### src/hw/net_pkg.sv
package net_pkg;

  // Address widths
  localparam int ip_addr_bits  = 32;
  localparam int mac_addr_bits = 48;

  // ARP lookup request, user to network
  typedef struct packed {
    logic [ip_addr_bits-1:0] ip;
  } arp_req_t;

  // ARP lookup reply, network to user
  typedef struct packed {
    logic                     hit;
    logic [mac_addr_bits-1:0] mac;
    // IP that was looked up, echoed back
    logic [ip_addr_bits-1:0]  ip;
  } arp_rsp_t;

  // Lookup statistics, refreshed every cycle
  typedef struct packed {
    logic [31:0] lookups;
    logic [31:0] hits;
  } net_stat_t;

  // APB request side
  typedef struct packed {
    logic        psel;
    logic        penable;
    logic        pwrite;
    logic [7:0]  paddr;
    logic [31:0] pwdata;
  } apb_req_t;

  // APB response side
  typedef struct packed {
    logic        pready;
    logic [31:0] prdata;
  } apb_rsp_t;

endpackage

### src/hw/axis_reg_slice.sv
`timescale 1ns/1ps

module axis_reg_slice #(
  parameter int DATA_BITS = 32
) (
  input  logic                 aclk,
  input  logic                 rst_n,
  input  logic                 s_valid,
  output logic                 s_ready,
  input  logic [DATA_BITS-1:0] s_data,
  output logic                 m_valid,
  input  logic                 m_ready,
  output logic [DATA_BITS-1:0] m_data
);

  // Second entry, filled only when the output stalls
  logic                 skid_valid;
  logic [DATA_BITS-1:0] skid_data;
  logic                 out_free;

  // Output register empty or draining this cycle
  assign out_free = m_ready || !m_valid;

  // Ready straight from a flop, low only with both entries full
  assign s_ready = !skid_valid;

  // Control state
  always_ff @(posedge aclk or negedge rst_n) begin
    if (!rst_n) begin
      m_valid    <= 1'b0;
      skid_valid <= 1'b0;
    end else if (out_free) begin
      // Skid entry drains first to keep order
      if (skid_valid) begin
        m_valid    <= 1'b1;
        skid_valid <= 1'b0;
      end else begin
        m_valid <= s_valid;
      end
    end else if (s_valid && s_ready) begin
      // Output stalled, park the new word
      skid_valid <= 1'b1;
    end
  end

  // Payload
  always_ff @(posedge aclk) begin
    if (out_free) begin
      if (skid_valid) begin
        m_data <= skid_data;
      end else if (s_valid) begin
        m_data <= s_data;
      end
    end else if (s_valid && s_ready) begin
      skid_data <= s_data;
    end
  end

endmodule

### src/hw/net_slice_array.sv
`timescale 1ns/1ps

module net_slice_array #(
  parameter int N_STAGES = 2
) (
  input  logic                                aclk,
  input  logic                                rst_n,
  // User side
  input  logic                                arp_req_u_valid,
  output logic                                arp_req_u_ready,
  input  net_pkg::arp_req_t                   arp_req_u,
  output logic                                arp_rsp_u_valid,
  input  logic                                arp_rsp_u_ready,
  output net_pkg::arp_rsp_t                   arp_rsp_u,
  input  logic                                set_ip_u_valid,
  output logic                                set_ip_u_ready,
  input  logic [net_pkg::ip_addr_bits-1:0]    set_ip_u,
  input  logic                                set_mac_u_valid,
  output logic                                set_mac_u_ready,
  input  logic [net_pkg::mac_addr_bits-1:0]   set_mac_u,
  output net_pkg::net_stat_t                  stats_u,
  // Network side
  output logic                                arp_req_n_valid,
  input  logic                                arp_req_n_ready,
  output net_pkg::arp_req_t                   arp_req_n,
  input  logic                                arp_rsp_n_valid,
  output logic                                arp_rsp_n_ready,
  input  net_pkg::arp_rsp_t                   arp_rsp_n,
  output logic                                set_ip_n_valid,
  input  logic                                set_ip_n_ready,
  output logic [net_pkg::ip_addr_bits-1:0]    set_ip_n,
  output logic                                set_mac_n_valid,
  input  logic                                set_mac_n_ready,
  output logic [net_pkg::mac_addr_bits-1:0]   set_mac_n,
  input  net_pkg::net_stat_t                  stats_n
);

  // Index 0 is the upstream end of each stream
  logic [N_STAGES:0]                                  req_v, req_r, rsp_v, rsp_r;
  logic [N_STAGES:0]                                  ip_v, ip_r, mac_v, mac_r;
  net_pkg::arp_req_t [N_STAGES:0]                     req_d;
  net_pkg::arp_rsp_t [N_STAGES:0]                     rsp_d;
  logic [N_STAGES:0][net_pkg::ip_addr_bits-1:0]       ip_d;
  logic [N_STAGES:0][net_pkg::mac_addr_bits-1:0]      mac_d;
  net_pkg::net_stat_t [N_STAGES:0]                    stat_d;

  // Requests and commands flow user to network
  assign req_v[0]        = arp_req_u_valid;
  assign arp_req_u_ready = req_r[0];
  assign req_d[0]        = arp_req_u;
  assign arp_req_n_valid = req_v[N_STAGES];
  assign req_r[N_STAGES] = arp_req_n_ready;
  assign arp_req_n       = req_d[N_STAGES];

  assign ip_v[0]         = set_ip_u_valid;
  assign set_ip_u_ready  = ip_r[0];
  assign ip_d[0]         = set_ip_u;
  assign set_ip_n_valid  = ip_v[N_STAGES];
  assign ip_r[N_STAGES]  = set_ip_n_ready;
  assign set_ip_n        = ip_d[N_STAGES];

  assign mac_v[0]        = set_mac_u_valid;
  assign set_mac_u_ready = mac_r[0];
  assign mac_d[0]        = set_mac_u;
  assign set_mac_n_valid = mac_v[N_STAGES];
  assign mac_r[N_STAGES] = set_mac_n_ready;
  assign set_mac_n       = mac_d[N_STAGES];

  // Replies and stats flow network to user
  assign rsp_v[0]        = arp_rsp_n_valid;
  assign arp_rsp_n_ready = rsp_r[0];
  assign rsp_d[0]        = arp_rsp_n;
  assign arp_rsp_u_valid = rsp_v[N_STAGES];
  assign rsp_r[N_STAGES] = arp_rsp_u_ready;
  assign arp_rsp_u       = rsp_d[N_STAGES];

  assign stat_d[0] = stats_n;
  assign stats_u   = stat_d[N_STAGES];

  for (genvar i = 0; i < N_STAGES; i++) begin : g_stage
    // ARP request
    axis_reg_slice #(.DATA_BITS($bits(net_pkg::arp_req_t))) u_req (
      .aclk, .rst_n,
      .s_valid(req_v[i]), .s_ready(req_r[i]), .s_data(req_d[i]),
      .m_valid(req_v[i+1]), .m_ready(req_r[i+1]), .m_data(req_d[i+1])
    );

    // ARP reply
    axis_reg_slice #(.DATA_BITS($bits(net_pkg::arp_rsp_t))) u_rsp (
      .aclk, .rst_n,
      .s_valid(rsp_v[i]), .s_ready(rsp_r[i]), .s_data(rsp_d[i]),
      .m_valid(rsp_v[i+1]), .m_ready(rsp_r[i+1]), .m_data(rsp_d[i+1])
    );

    // Set IP
    axis_reg_slice #(.DATA_BITS(net_pkg::ip_addr_bits)) u_ip (
      .aclk, .rst_n,
      .s_valid(ip_v[i]), .s_ready(ip_r[i]), .s_data(ip_d[i]),
      .m_valid(ip_v[i+1]), .m_ready(ip_r[i+1]), .m_data(ip_d[i+1])
    );

    // Set MAC
    axis_reg_slice #(.DATA_BITS(net_pkg::mac_addr_bits)) u_mac (
      .aclk, .rst_n,
      .s_valid(mac_v[i]), .s_ready(mac_r[i]), .s_data(mac_d[i]),
      .m_valid(mac_v[i+1]), .m_ready(mac_r[i+1]), .m_data(mac_d[i+1])
    );

    // Stats level, one cycle per stage and no handshake
    always_ff @(posedge aclk or negedge rst_n) begin
      if (!rst_n) begin
        stat_d[i+1] <= '0;
      end else begin
        stat_d[i+1] <= stat_d[i];
      end
    end
  end

endmodule

### src/hw/net_cfg_regs.sv
`timescale 1ns/1ps

module net_cfg_regs (
  input  logic                              aclk,
  input  logic                              rst_n,
  input  net_pkg::apb_req_t                 apb_req,
  output net_pkg::apb_rsp_t                 apb_rsp,
  output logic                              set_ip_valid,
  input  logic                              set_ip_ready,
  output logic [net_pkg::ip_addr_bits-1:0]  set_ip,
  output logic                              set_mac_valid,
  input  logic                              set_mac_ready,
  output logic [net_pkg::mac_addr_bits-1:0] set_mac,
  output logic                              arp_ins,
  output logic [net_pkg::ip_addr_bits-1:0]  arp_ins_ip,
  output logic [net_pkg::mac_addr_bits-1:0] arp_ins_mac,
  input  net_pkg::net_stat_t                stats
);

  // Register offsets
  localparam logic [7:0] addr_ip          = 8'h00;
  localparam logic [7:0] addr_mac_lo      = 8'h04;
  localparam logic [7:0] addr_mac_hi      = 8'h08;
  localparam logic [7:0] addr_arp_ip      = 8'h0C;
  localparam logic [7:0] addr_arp_mac_lo  = 8'h10;
  localparam logic [7:0] addr_arp_mac_hi  = 8'h14;
  localparam logic [7:0] addr_stat_lookup = 8'h18;
  localparam logic [7:0] addr_stat_hits   = 8'h1C;

  logic                              wr_access;
  logic                              ip_stall;
  logic                              mac_stall;
  logic                              wr_en;
  logic [net_pkg::ip_addr_bits-1:0]  ip_q;
  logic [net_pkg::mac_addr_bits-1:0] mac_q;
  logic [net_pkg::ip_addr_bits-1:0]  arp_ip_q;
  logic [31:0]                       arp_mac_lo_q;

  assign wr_access = apb_req.psel && apb_req.penable && apb_req.pwrite;

  // Hold the access while the previous command of the same kind waits
  assign ip_stall  = wr_access && apb_req.paddr == addr_ip && set_ip_valid && !set_ip_ready;
  assign mac_stall = wr_access && apb_req.paddr == addr_mac_hi
                     && set_mac_valid && !set_mac_ready;
  assign wr_en     = wr_access && !ip_stall && !mac_stall;

  // Response, read mux on the address
  always_comb begin
    apb_rsp.pready = !(ip_stall || mac_stall);
    case (apb_req.paddr)
      addr_ip:          apb_rsp.prdata = ip_q;
      addr_mac_lo:      apb_rsp.prdata = mac_q[31:0];
      addr_mac_hi:      apb_rsp.prdata = {16'h0, mac_q[47:32]};
      addr_arp_ip:      apb_rsp.prdata = arp_ip_q;
      addr_arp_mac_lo:  apb_rsp.prdata = arp_mac_lo_q;
      addr_stat_lookup: apb_rsp.prdata = stats.lookups;
      addr_stat_hits:   apb_rsp.prdata = stats.hits;
      // Write-only and unmapped
      default:          apb_rsp.prdata = '0;
    endcase
  end

  // Config registers and command flags
  always_ff @(posedge aclk or negedge rst_n) begin
    if (!rst_n) begin
      ip_q          <= '0;
      mac_q         <= '0;
      arp_ip_q      <= '0;
      arp_mac_lo_q  <= '0;
      set_ip_valid  <= 1'b0;
      set_mac_valid <= 1'b0;
    end else begin
      // Commands retire on their handshake
      if (set_ip_ready) begin
        set_ip_valid <= 1'b0;
      end
      if (set_mac_ready) begin
        set_mac_valid <= 1'b0;
      end
      if (wr_en) begin
        case (apb_req.paddr)
          addr_ip: begin
            ip_q         <= apb_req.pwdata;
            set_ip_valid <= 1'b1;
          end
          addr_mac_lo: mac_q[31:0] <= apb_req.pwdata;
          addr_mac_hi: begin
            mac_q[47:32]  <= apb_req.pwdata[15:0];
            set_mac_valid <= 1'b1;
          end
          addr_arp_ip:     arp_ip_q     <= apb_req.pwdata;
          addr_arp_mac_lo: arp_mac_lo_q <= apb_req.pwdata;
          default: ;
        endcase
      end
    end
  end

  // Set-MAC payload, frozen so later MAC_LO writes leave it alone
  always_ff @(posedge aclk) begin
    if (wr_en && apb_req.paddr == addr_mac_hi) begin
      set_mac <= {apb_req.pwdata[15:0], mac_q[31:0]};
    end
  end

  // IP only changes once its command is taken
  assign set_ip = ip_q;

  // Insert strobe during the ARP_MAC_HI access, table updates on that edge
  assign arp_ins     = wr_en && apb_req.paddr == addr_arp_mac_hi;
  assign arp_ins_ip  = arp_ip_q;
  assign arp_ins_mac = {apb_req.pwdata[15:0], arp_mac_lo_q};

endmodule

### src/hw/arp_cache.sv
`timescale 1ns/1ps

module arp_cache #(
  parameter int ARP_ENTRIES = 4
) (
  input  logic                              aclk,
  input  logic                              rst_n,
  input  logic                              req_valid,
  output logic                              req_ready,
  input  net_pkg::arp_req_t                 req,
  output logic                              rsp_valid,
  input  logic                              rsp_ready,
  output net_pkg::arp_rsp_t                 rsp,
  input  logic                              ins,
  input  logic [net_pkg::ip_addr_bits-1:0]  ins_ip,
  input  logic [net_pkg::mac_addr_bits-1:0] ins_mac,
  output net_pkg::net_stat_t                stats
);

  localparam int idx_bits = (ARP_ENTRIES > 1) ? $clog2(ARP_ENTRIES) : 1;

  // Table, only the valid bits are control state
  logic [ARP_ENTRIES-1:0]            tbl_valid;
  logic [net_pkg::ip_addr_bits-1:0]  tbl_ip [ARP_ENTRIES];
  logic [net_pkg::mac_addr_bits-1:0] tbl_mac [ARP_ENTRIES];
  logic [idx_bits-1:0]               rr_ptr;
  logic [idx_bits-1:0]               ins_idx;
  logic                              ins_match;
  logic                              lup_hit;
  logic [net_pkg::mac_addr_bits-1:0] lup_mac;
  logic                              req_fire;
  logic [31:0]                       lookups;
  logic [31:0]                       hits;

  // Lookup across all entries at once
  always_comb begin
    lup_hit = 1'b0;
    lup_mac = '0;
    for (int i = 0; i < ARP_ENTRIES; i++) begin
      if (tbl_valid[i] && tbl_ip[i] == req.ip) begin
        lup_hit = 1'b1;
        lup_mac = tbl_mac[i];
      end
    end
  end

  // Insert slot, existing IP else round-robin victim
  always_comb begin
    ins_match = 1'b0;
    ins_idx   = rr_ptr;
    for (int i = 0; i < ARP_ENTRIES; i++) begin
      if (tbl_valid[i] && tbl_ip[i] == ins_ip) begin
        ins_match = 1'b1;
        ins_idx   = idx_bits'(i);
      end
    end
  end

  // One reply register, refilled as it drains
  assign req_ready = !rsp_valid || rsp_ready;
  assign req_fire  = req_valid && req_ready;

  always_ff @(posedge aclk or negedge rst_n) begin
    if (!rst_n) begin
      tbl_valid <= '0;
      rr_ptr    <= '0;
      rsp_valid <= 1'b0;
      lookups   <= '0;
      hits      <= '0;
    end else begin
      if (ins) begin
        tbl_valid[ins_idx] <= 1'b1;
        // Pointer moves only on a real replacement
        if (!ins_match) begin
          rr_ptr <= (rr_ptr == idx_bits'(ARP_ENTRIES - 1)) ? '0 : rr_ptr + 1'b1;
        end
      end
      if (req_fire) begin
        rsp_valid <= 1'b1;
        lookups   <= lookups + 1'b1;
        if (lup_hit) begin
          hits <= hits + 1'b1;
        end
      end else if (rsp_ready) begin
        rsp_valid <= 1'b0;
      end
    end
  end

  // Table contents and reply payload
  always_ff @(posedge aclk) begin
    if (ins) begin
      tbl_ip[ins_idx]  <= ins_ip;
      tbl_mac[ins_idx] <= ins_mac;
    end
    if (req_fire) begin
      rsp <= '{hit: lup_hit, mac: lup_mac, ip: req.ip};
    end
  end

  assign stats = '{lookups: lookups, hits: hits};

endmodule

### src/hw/net_ctrl_top.sv
`timescale 1ns/1ps

module net_ctrl_top #(
  parameter int N_STAGES    = 2,
  parameter int ARP_ENTRIES = 4
) (
  input  logic                              aclk,
  input  logic                              rst_n,
  // Configuration
  input  net_pkg::apb_req_t                 apb_req,
  output net_pkg::apb_rsp_t                 apb_rsp,
  // User lookups
  input  logic                              arp_req_u_valid,
  output logic                              arp_req_u_ready,
  input  net_pkg::arp_req_t                 arp_req_u,
  output logic                              arp_rsp_u_valid,
  input  logic                              arp_rsp_u_ready,
  output net_pkg::arp_rsp_t                 arp_rsp_u,
  // Network stack commands
  output logic                              set_ip_n_valid,
  input  logic                              set_ip_n_ready,
  output logic [net_pkg::ip_addr_bits-1:0]  set_ip_n,
  output logic                              set_mac_n_valid,
  input  logic                              set_mac_n_ready,
  output logic [net_pkg::mac_addr_bits-1:0] set_mac_n
);

  // Register block to slice array
  logic                              set_ip_valid, set_ip_ready;
  logic [net_pkg::ip_addr_bits-1:0]  set_ip;
  logic                              set_mac_valid, set_mac_ready;
  logic [net_pkg::mac_addr_bits-1:0] set_mac;
  net_pkg::net_stat_t                stats_cfg;
  // Register block to cache, no back-pressure
  logic                              arp_ins;
  logic [net_pkg::ip_addr_bits-1:0]  arp_ins_ip;
  logic [net_pkg::mac_addr_bits-1:0] arp_ins_mac;
  // Slice array to cache
  logic                              req_valid, req_ready, rsp_valid, rsp_ready;
  net_pkg::arp_req_t                 req;
  net_pkg::arp_rsp_t                 rsp;
  net_pkg::net_stat_t                stats_cache;

  net_cfg_regs u_cfg (
    .aclk, .rst_n, .apb_req, .apb_rsp,
    .set_ip_valid, .set_ip_ready, .set_ip,
    .set_mac_valid, .set_mac_ready, .set_mac,
    .arp_ins, .arp_ins_ip, .arp_ins_mac,
    .stats(stats_cfg)
  );

  net_slice_array #(.N_STAGES(N_STAGES)) u_slices (
    .aclk, .rst_n,
    .arp_req_u_valid, .arp_req_u_ready, .arp_req_u,
    .arp_rsp_u_valid, .arp_rsp_u_ready, .arp_rsp_u,
    .set_ip_u_valid(set_ip_valid), .set_ip_u_ready(set_ip_ready), .set_ip_u(set_ip),
    .set_mac_u_valid(set_mac_valid), .set_mac_u_ready(set_mac_ready), .set_mac_u(set_mac),
    .stats_u(stats_cfg),
    .arp_req_n_valid(req_valid), .arp_req_n_ready(req_ready), .arp_req_n(req),
    .arp_rsp_n_valid(rsp_valid), .arp_rsp_n_ready(rsp_ready), .arp_rsp_n(rsp),
    .set_ip_n_valid, .set_ip_n_ready, .set_ip_n,
    .set_mac_n_valid, .set_mac_n_ready, .set_mac_n,
    .stats_n(stats_cache)
  );

  arp_cache #(.ARP_ENTRIES(ARP_ENTRIES)) u_cache (
    .aclk, .rst_n,
    .req_valid, .req_ready, .req,
    .rsp_valid, .rsp_ready, .rsp,
    .ins(arp_ins), .ins_ip(arp_ins_ip), .ins_mac(arp_ins_mac),
    .stats(stats_cache)
  );

endmodule

### config.mk
export PLATFORM = sky130hd
export DESIGN_NAME = net_ctrl_top
export DESIGN_NICKNAME = d
export VERILOG_FILES = /design/src/hw/net_pkg.sv /design/src/hw/axis_reg_slice.sv /design/src/hw/net_slice_array.sv /design/src/hw/net_cfg_regs.sv /design/src/hw/arp_cache.sv /design/src/hw/net_ctrl_top.sv
export SDC_FILE = /design/constraint.sdc
export NUM_CORES = 2
export LEC_CHECK = 0
export BUFFER_PORTS_ARGS = -buffer_cell sky130_fd_sc_hd__buf_4
export CORE_UTILIZATION = 30
export DETAILED_ROUTE_END_ITERATION = 16
export HOLD_SLACK_MARGIN = 0.02
export PLACE_DENSITY = 0.48
export SLEW_MARGIN = 30
export SYNTH_ARGS = -nofsm -noshare
export SYNTH_HDL_FRONTEND = slang
export SYNTH_SLANG_ARGS = --single-unit
### constraint.sdc
create_clock -name aclk -period 9.1 [get_ports aclk]
set_input_delay 1.82 -clock aclk [delete_from_list [all_inputs] [get_ports aclk]]
set_output_delay 1.82 -clock aclk [all_outputs]
set_load 0.005 [all_outputs]
== Word level (Yosys, flattened, before mapping) ==
Memories as Yosys holds them, arrays and structs flattened.
Index checks and enable logic that the tools add are counted.
Cells by class
  equality and inequality tests: 17
  add/subtract/negate cells: 3
  mux-type cells: 70
  order comparisons: 2
  bitwise gates (word level): 10
  reduce and logical (&&, ||, !) cells: 100
Operator list (number)
  two-way mux 48 bit: 8
  two-way mux 81 bit: 4
  equality test 32 bit: 8
  two-way mux 32 bit: 8
  one-hot mux 32 bit (7 select lines): 1
  adder 32 x 1 -> 32 bit (second input constant): 2
  AND reduction 2 bit: 23
  two-way mux 1 bit: 43
  equality test 8 x 5 -> 1 bit (second input constant): 4
  nonzero test 2 bit: 16
  logical AND 1 bit: 30
  logical NOT 1 bit: 20
  equality test 8 x 4 -> 1 bit (second input constant): 2
  logical OR 1 bit: 10
  two-way mux 2 bit: 5
  NOT 1 bit: 9
  equality test 8 x 3 -> 1 bit (second input constant): 1
  logical NOT 8 bit: 1
  bitwise OR 4 bit: 1
  < comparator 2 x 3 -> 1 bit (second input constant): 1
  adder 2 x 1 -> 2 bit (second input constant): 1
  demux 1 bit (select 2 bit): 1
  equality test 2 bit (second input constant): 1
  >= comparator 2 x 1 -> 1 bit (second input constant): 1
  inequality test 2 x 1 -> 1 bit (second input constant): 1
Storage, ports and cells
  bits in writable memories: 320
  memories kept: 2
  word-level logic and storage cells: 256
  register bits: 1262
Memories
  u_cache.tbl_mac: depth 4, width 48, read ports 4, clocked after Yosys merged registers in 0, write ports 1, line arp_cache.sv:25  | logic [net_pkg::mac_addr_bits-1:0] tbl_mac [ARP_ENTRIES];
  u_cache.tbl_ip: depth 4, width 32, read ports 4, clocked after Yosys merged registers in 0, write ports 1, line arp_cache.sv:24  | logic [net_pkg::ip_addr_bits-1:0] tbl_ip [ARP_ENTRIES];

== Depth between registers and ports, before layout ==
  depth after elaboration: 11
  mapped depth: 11

== Modules after synthesis ==
A second synthesis with hierarchy kept.
Unflattened totals
  cell total of the unflattened synthesis: 3447
  area, all modules: 62129.6 sq um
By module, submodules not included
  arp_cache: times used 1, cells each 1372, area each 19762.7 sq um
  axis_reg_slice at u_slices.g_stage[0].u_rsp ...: times used 2, cells each 261, area each 6092.1 sq um
  axis_reg_slice at u_slices.g_stage[0].u_ip ...: times used 4, cells each 109, area each 2528.7 sq um
  net_cfg_regs: times used 1, cells each 607, area each 8814.7 sq um
  axis_reg_slice at u_slices.g_stage[0].u_mac ...: times used 2, cells each 159, area each 3784.9 sq um
  net_slice_array: times used 1, cells each 192, area each 3683.5 sq um

== Worst setup path after synthesis ==
No wires, ideal clock.
  kind: input to register
  start: input arp_rsp_u_ready
  end: register u_slices.g_stage[1].u_rsp.skid_data[0], enable pin
  slack: 536 ps
  data arrival time: 7927 ps
  path buffers: 0
  data required time: 8463 ps
  cell stages on the path: 2
  cells stage by stage: nand2b_1 nor3b_1
Between the ends
  longest elaborated chain between the ends: 3
Ends and longest elaborated chain
  start, declared: line net_ctrl_top.sv:17  | input logic arp_rsp_u_ready,
  logical OR 1 bit: line axis_reg_slice.sv:22  | assign out_free = m_ready || !m_valid;
  NOT 1 bit (no source line)
  AND reduction 2 bit (no source line)
  end signal, assigned: line axis_reg_slice.sv:55  | skid_data <= s_data;
  end, declared: line axis_reg_slice.sv:18  | logic [DATA_BITS-1:0] skid_data;
No other way between the ends.
A chain may end at the register's enable or synchronous reset.

==> results.cfg <==
[run_status]
status = finished clean

[yosys]
synth_top_area_frac = 0.612
synth_ff_type = edfxtp_1
yosysSeqAreaShare = 0.763
syn-num-nets = 3493
synth_top_cell_by_area = edfxtp_1
synth.cell_area_sq_um = 59900
ys_warn_count = 0
yosysMostFrequentCell = edfxtp_1
synthTopCellsByArea = edfxtp_1 (61%), dfrtp_1 (15%), mux2_2 (10%), xor2_1 (2.3%), xnor2_1 (2.2%)
ys_seq_elements = 1582
synth.avg_cell_area_sq_um = 17.6
synth_common_cells = edfxtp_1 (1221), mux2_2 (547), dfrtp_1 (361)
async_reset_ff_frac = 0.228
postSynthCellCount = 3409
synth_edf_count = 1221
ys_types = 62

[floorplan]
die_height_microns = 449
dieArea_sq_um = 201000
design.core.area_sq_um = 198000
fp-row-count = 163
boundaryPins = 279
start_util = 0.303
die_w_microns = 449

[power]
pwr-share-seq = 0.526
power_switching_mw = 3.85
combPwrFrac = 0.060
swShare = 0.230
ir_drop_uv = 200
cellPowerDensity_nw_per_um2 = 236
p_clk_frac = 0.414
p_int_mw = 12.9
p_leak_nw = 26.8

[detailed_routing]
drt-pass1-iter-count = 7
drc = 0
routed_wirelength_microns = 156000
drt-initial-drc-count = 2197
ant_nets = 0
wl_per_cell_microns = 23.9
vias_per_cell = 4.60
dr_total_vias = 30128

[clock_network]
cts.sinks = 1582
cts.clk_slew.worst_paths_ns = 0.06
cts_max_level = 4
ctsHoldBuffers = 0
cts_tree = done
clock_path_buffers = 3
post_cts_resized = 0
cts_setup_buffers = 0
clk_latency_ns = 0.83
cts-buffers-inserted = 171
root_buffer = clkbuf_16

[timing]
maxSlewViolCount = 0
period_needed_ns = 6.77
rsz0062_at_grt = no
setup_slack_ns = 2.33
setup_violations = 0
worst_pin_slew_ns = 1.01
period_share = 0.743
setup_tns_ns = 0
fin_skew_ns = 0.0699
hold_viol = 0
relSlewSlack = 0.324
max_freq_ghz = 0.148

[critical_path]
r2r_start = u_cfg.arp_ins_ip[7]
crit_fanout = 43
worstRegToRegCells = 8
reg2reg_setup_slack_ns = 4.30
critPathLaunch = apb_req[35]
required_ns = 7.28
worstSetupPathType = input port to primary output
crit_arrival_ns = 4.95
cp-start-kind = input port
r2r-end = u_cache.tbl_mac[0][37]
cp-end-kind = primary output

[grt]
grt_pass1_wl_microns = 226000
grt_pass1_vias = 30862
antenna_found_initial = 18
grt_usage = 0.154
grt_overflow = 0
grt_max_degree = 149

[min_path]
hp-class = register to register
hold_depth = 0
hold_end = u_slices.stats_u[4]
worstHoldStart = u_slices.stat_d[68]

[placed_design]
place_ws_ns = 2.35
gp_routability_congestion = 0.836
dp_hpwl_microns = 104000
numPortBuffers = 278

[cells_and_area]
final_util = 0.359
nets = 3840
fillers = 18694
area_delta_synth_final_pct = 18.7
drive_gt1_frac = 0.305

[run]
maxCapViolations = 0
worst max-delay path, cell delays in order:
cell      delay [ns]
buf_4           0.42
clkinv_1        0.85
nor3_1          0.98
a222oi_1        0.26
nand2_1         0.39
buf_4           0.19
cells by family (layout without fill, tap and decap cells):
kind of cell | count (synthesis) | after routing | share of synthesized area
AO/OA/AOI/OAI | 299 | 299 | 0.0314
XOR/XNOR | 310 | 310 | 0.0453
adder cells (fa/ha/maj) | 3 | 3 | 0.000627
buffers and inverters | 233 | 722 | 0.0152
flip-flops | 1582 | 1582 | 0.763
multiplexers | 581 | 581 | 0.110
other | 0 | 7 | 0
AND/OR/NAND/NOR | 401 | 401 | 0.0343
metrics by stage:
step	instance area, sq um	instances	power [mW]	hold slack, ns
6_report	71100	6545	16.8	0.337
3_3_place_gp	65300	6219	10.0	0.332
3_5_place_dp	65400	6222	10.0	0.335
2_1_floorplan	59900	3409	9.39	0.331
4_1_cts	71100	6537	17.0	0.337
5_1_grt	71100	6540	17.4	0.348
sequential cells by signal (all words and copies together) (netlist names), 64 cells and up:
name                              flops
u_cache.tbl_mac                     192
u_slices.g_stage.u_rsp.m_data       162
u_slices.g_stage.u_rsp.skid_data    162
u_cache.tbl_ip                      128
u_slices.g_stage.u_mac.m_data        96
u_slices.g_stage.u_mac.skid_data     96
u_cache.rsp                          81
u_slices.g_stage.u_ip.m_data         64
u_slices.g_stage.u_ip.skid_data      64
u_slices.g_stage.u_req.m_data        64
u_slices.g_stage.u_req.skid_data     64
u_slices.stat_d                      64
u_slices.stats_u                     64
power by group through the flow:
| stage | Sequential [mW] | Clock (mW) | Combinational (mW) |
|---|---|---|---|
| floorplan | 8.80 | 0 | 0.583 |
| global placement | 8.96 | 0 | 1.05 |
| detailed placement | 8.97 | 0 | 1.04 |
| CTS | 8.83 | 7.16 | 1.05 |
| global route | 8.87 | 7.42 | 1.10 |
| finish | 8.81 | 6.94 | 1.01 |
cells in the final DEF (no fill, tap or decap), types with 15 or more instances in the layout:
cell	count
a211oi_1	16
a221oi_1	16
a22o_1	15
a22oi_1	49
and3_1	23
buf_4	334
clkbuf_1	45
clkbuf_16	172
clkbuf_8	21
clkinv_1	25
clkinv_2	23
dfrtp_1	357
edfxtp_1	1221
inv_1	61
mux2_2	547
mux2i_1	23
nand2_1	124
nand3_1	52
nand4_1	43
nor2_1	44
nor3_1	26
nor4_1	35
o21ai_0	160
xnor2_1	152
xor2_1	158
worst max-delay path by stage:
stage                                                         to  cells after the start  slack [ns]
after floorplan           u_slices.g_stage[1].u_rsp.skid_data[0]                      2        0.54
after global placement                                apb_rsp[1]                      6        2.44
after detailed placement                              apb_rsp[5]                      6        2.35
after CTS                                             apb_rsp[2]                      6        2.36
after global routing                                  apb_rsp[1]                      6        2.15
final                                                 apb_rsp[1]                      6        2.33
area by class of cell:
| class | instances | area, sq um | share of cell area |
|---|---|---|---|
| Clock inverter | 77 | 930 | 0.0131 |
| Clock buffer | 238 | 4760 | 0.0670 |
| Antenna cell | 7 | 17.5 | 0.000246 |
| Inverter | 64 | 241 | 0.00340 |
| Multi-Input combinational cell | 1594 | 13500 | 0.189 |
| Timing Repair Buffer | 343 | 2690 | 0.0378 |
| Sequential cell | 1582 | 45700 | 0.643 |
| Tap cell | 2640 | 3300 | 0.0465 |
layer usage:
metal	share of wire	up-vias	track usage
met5	0	-	0
met4	0.026	0	0.0492
met3	0.047	206	0.0250
met2	0.48	734	0.251
met1	0.45	15642	0.209
li1	-	13546	-
Note: power is estimated with default switching activity, not from simulation.
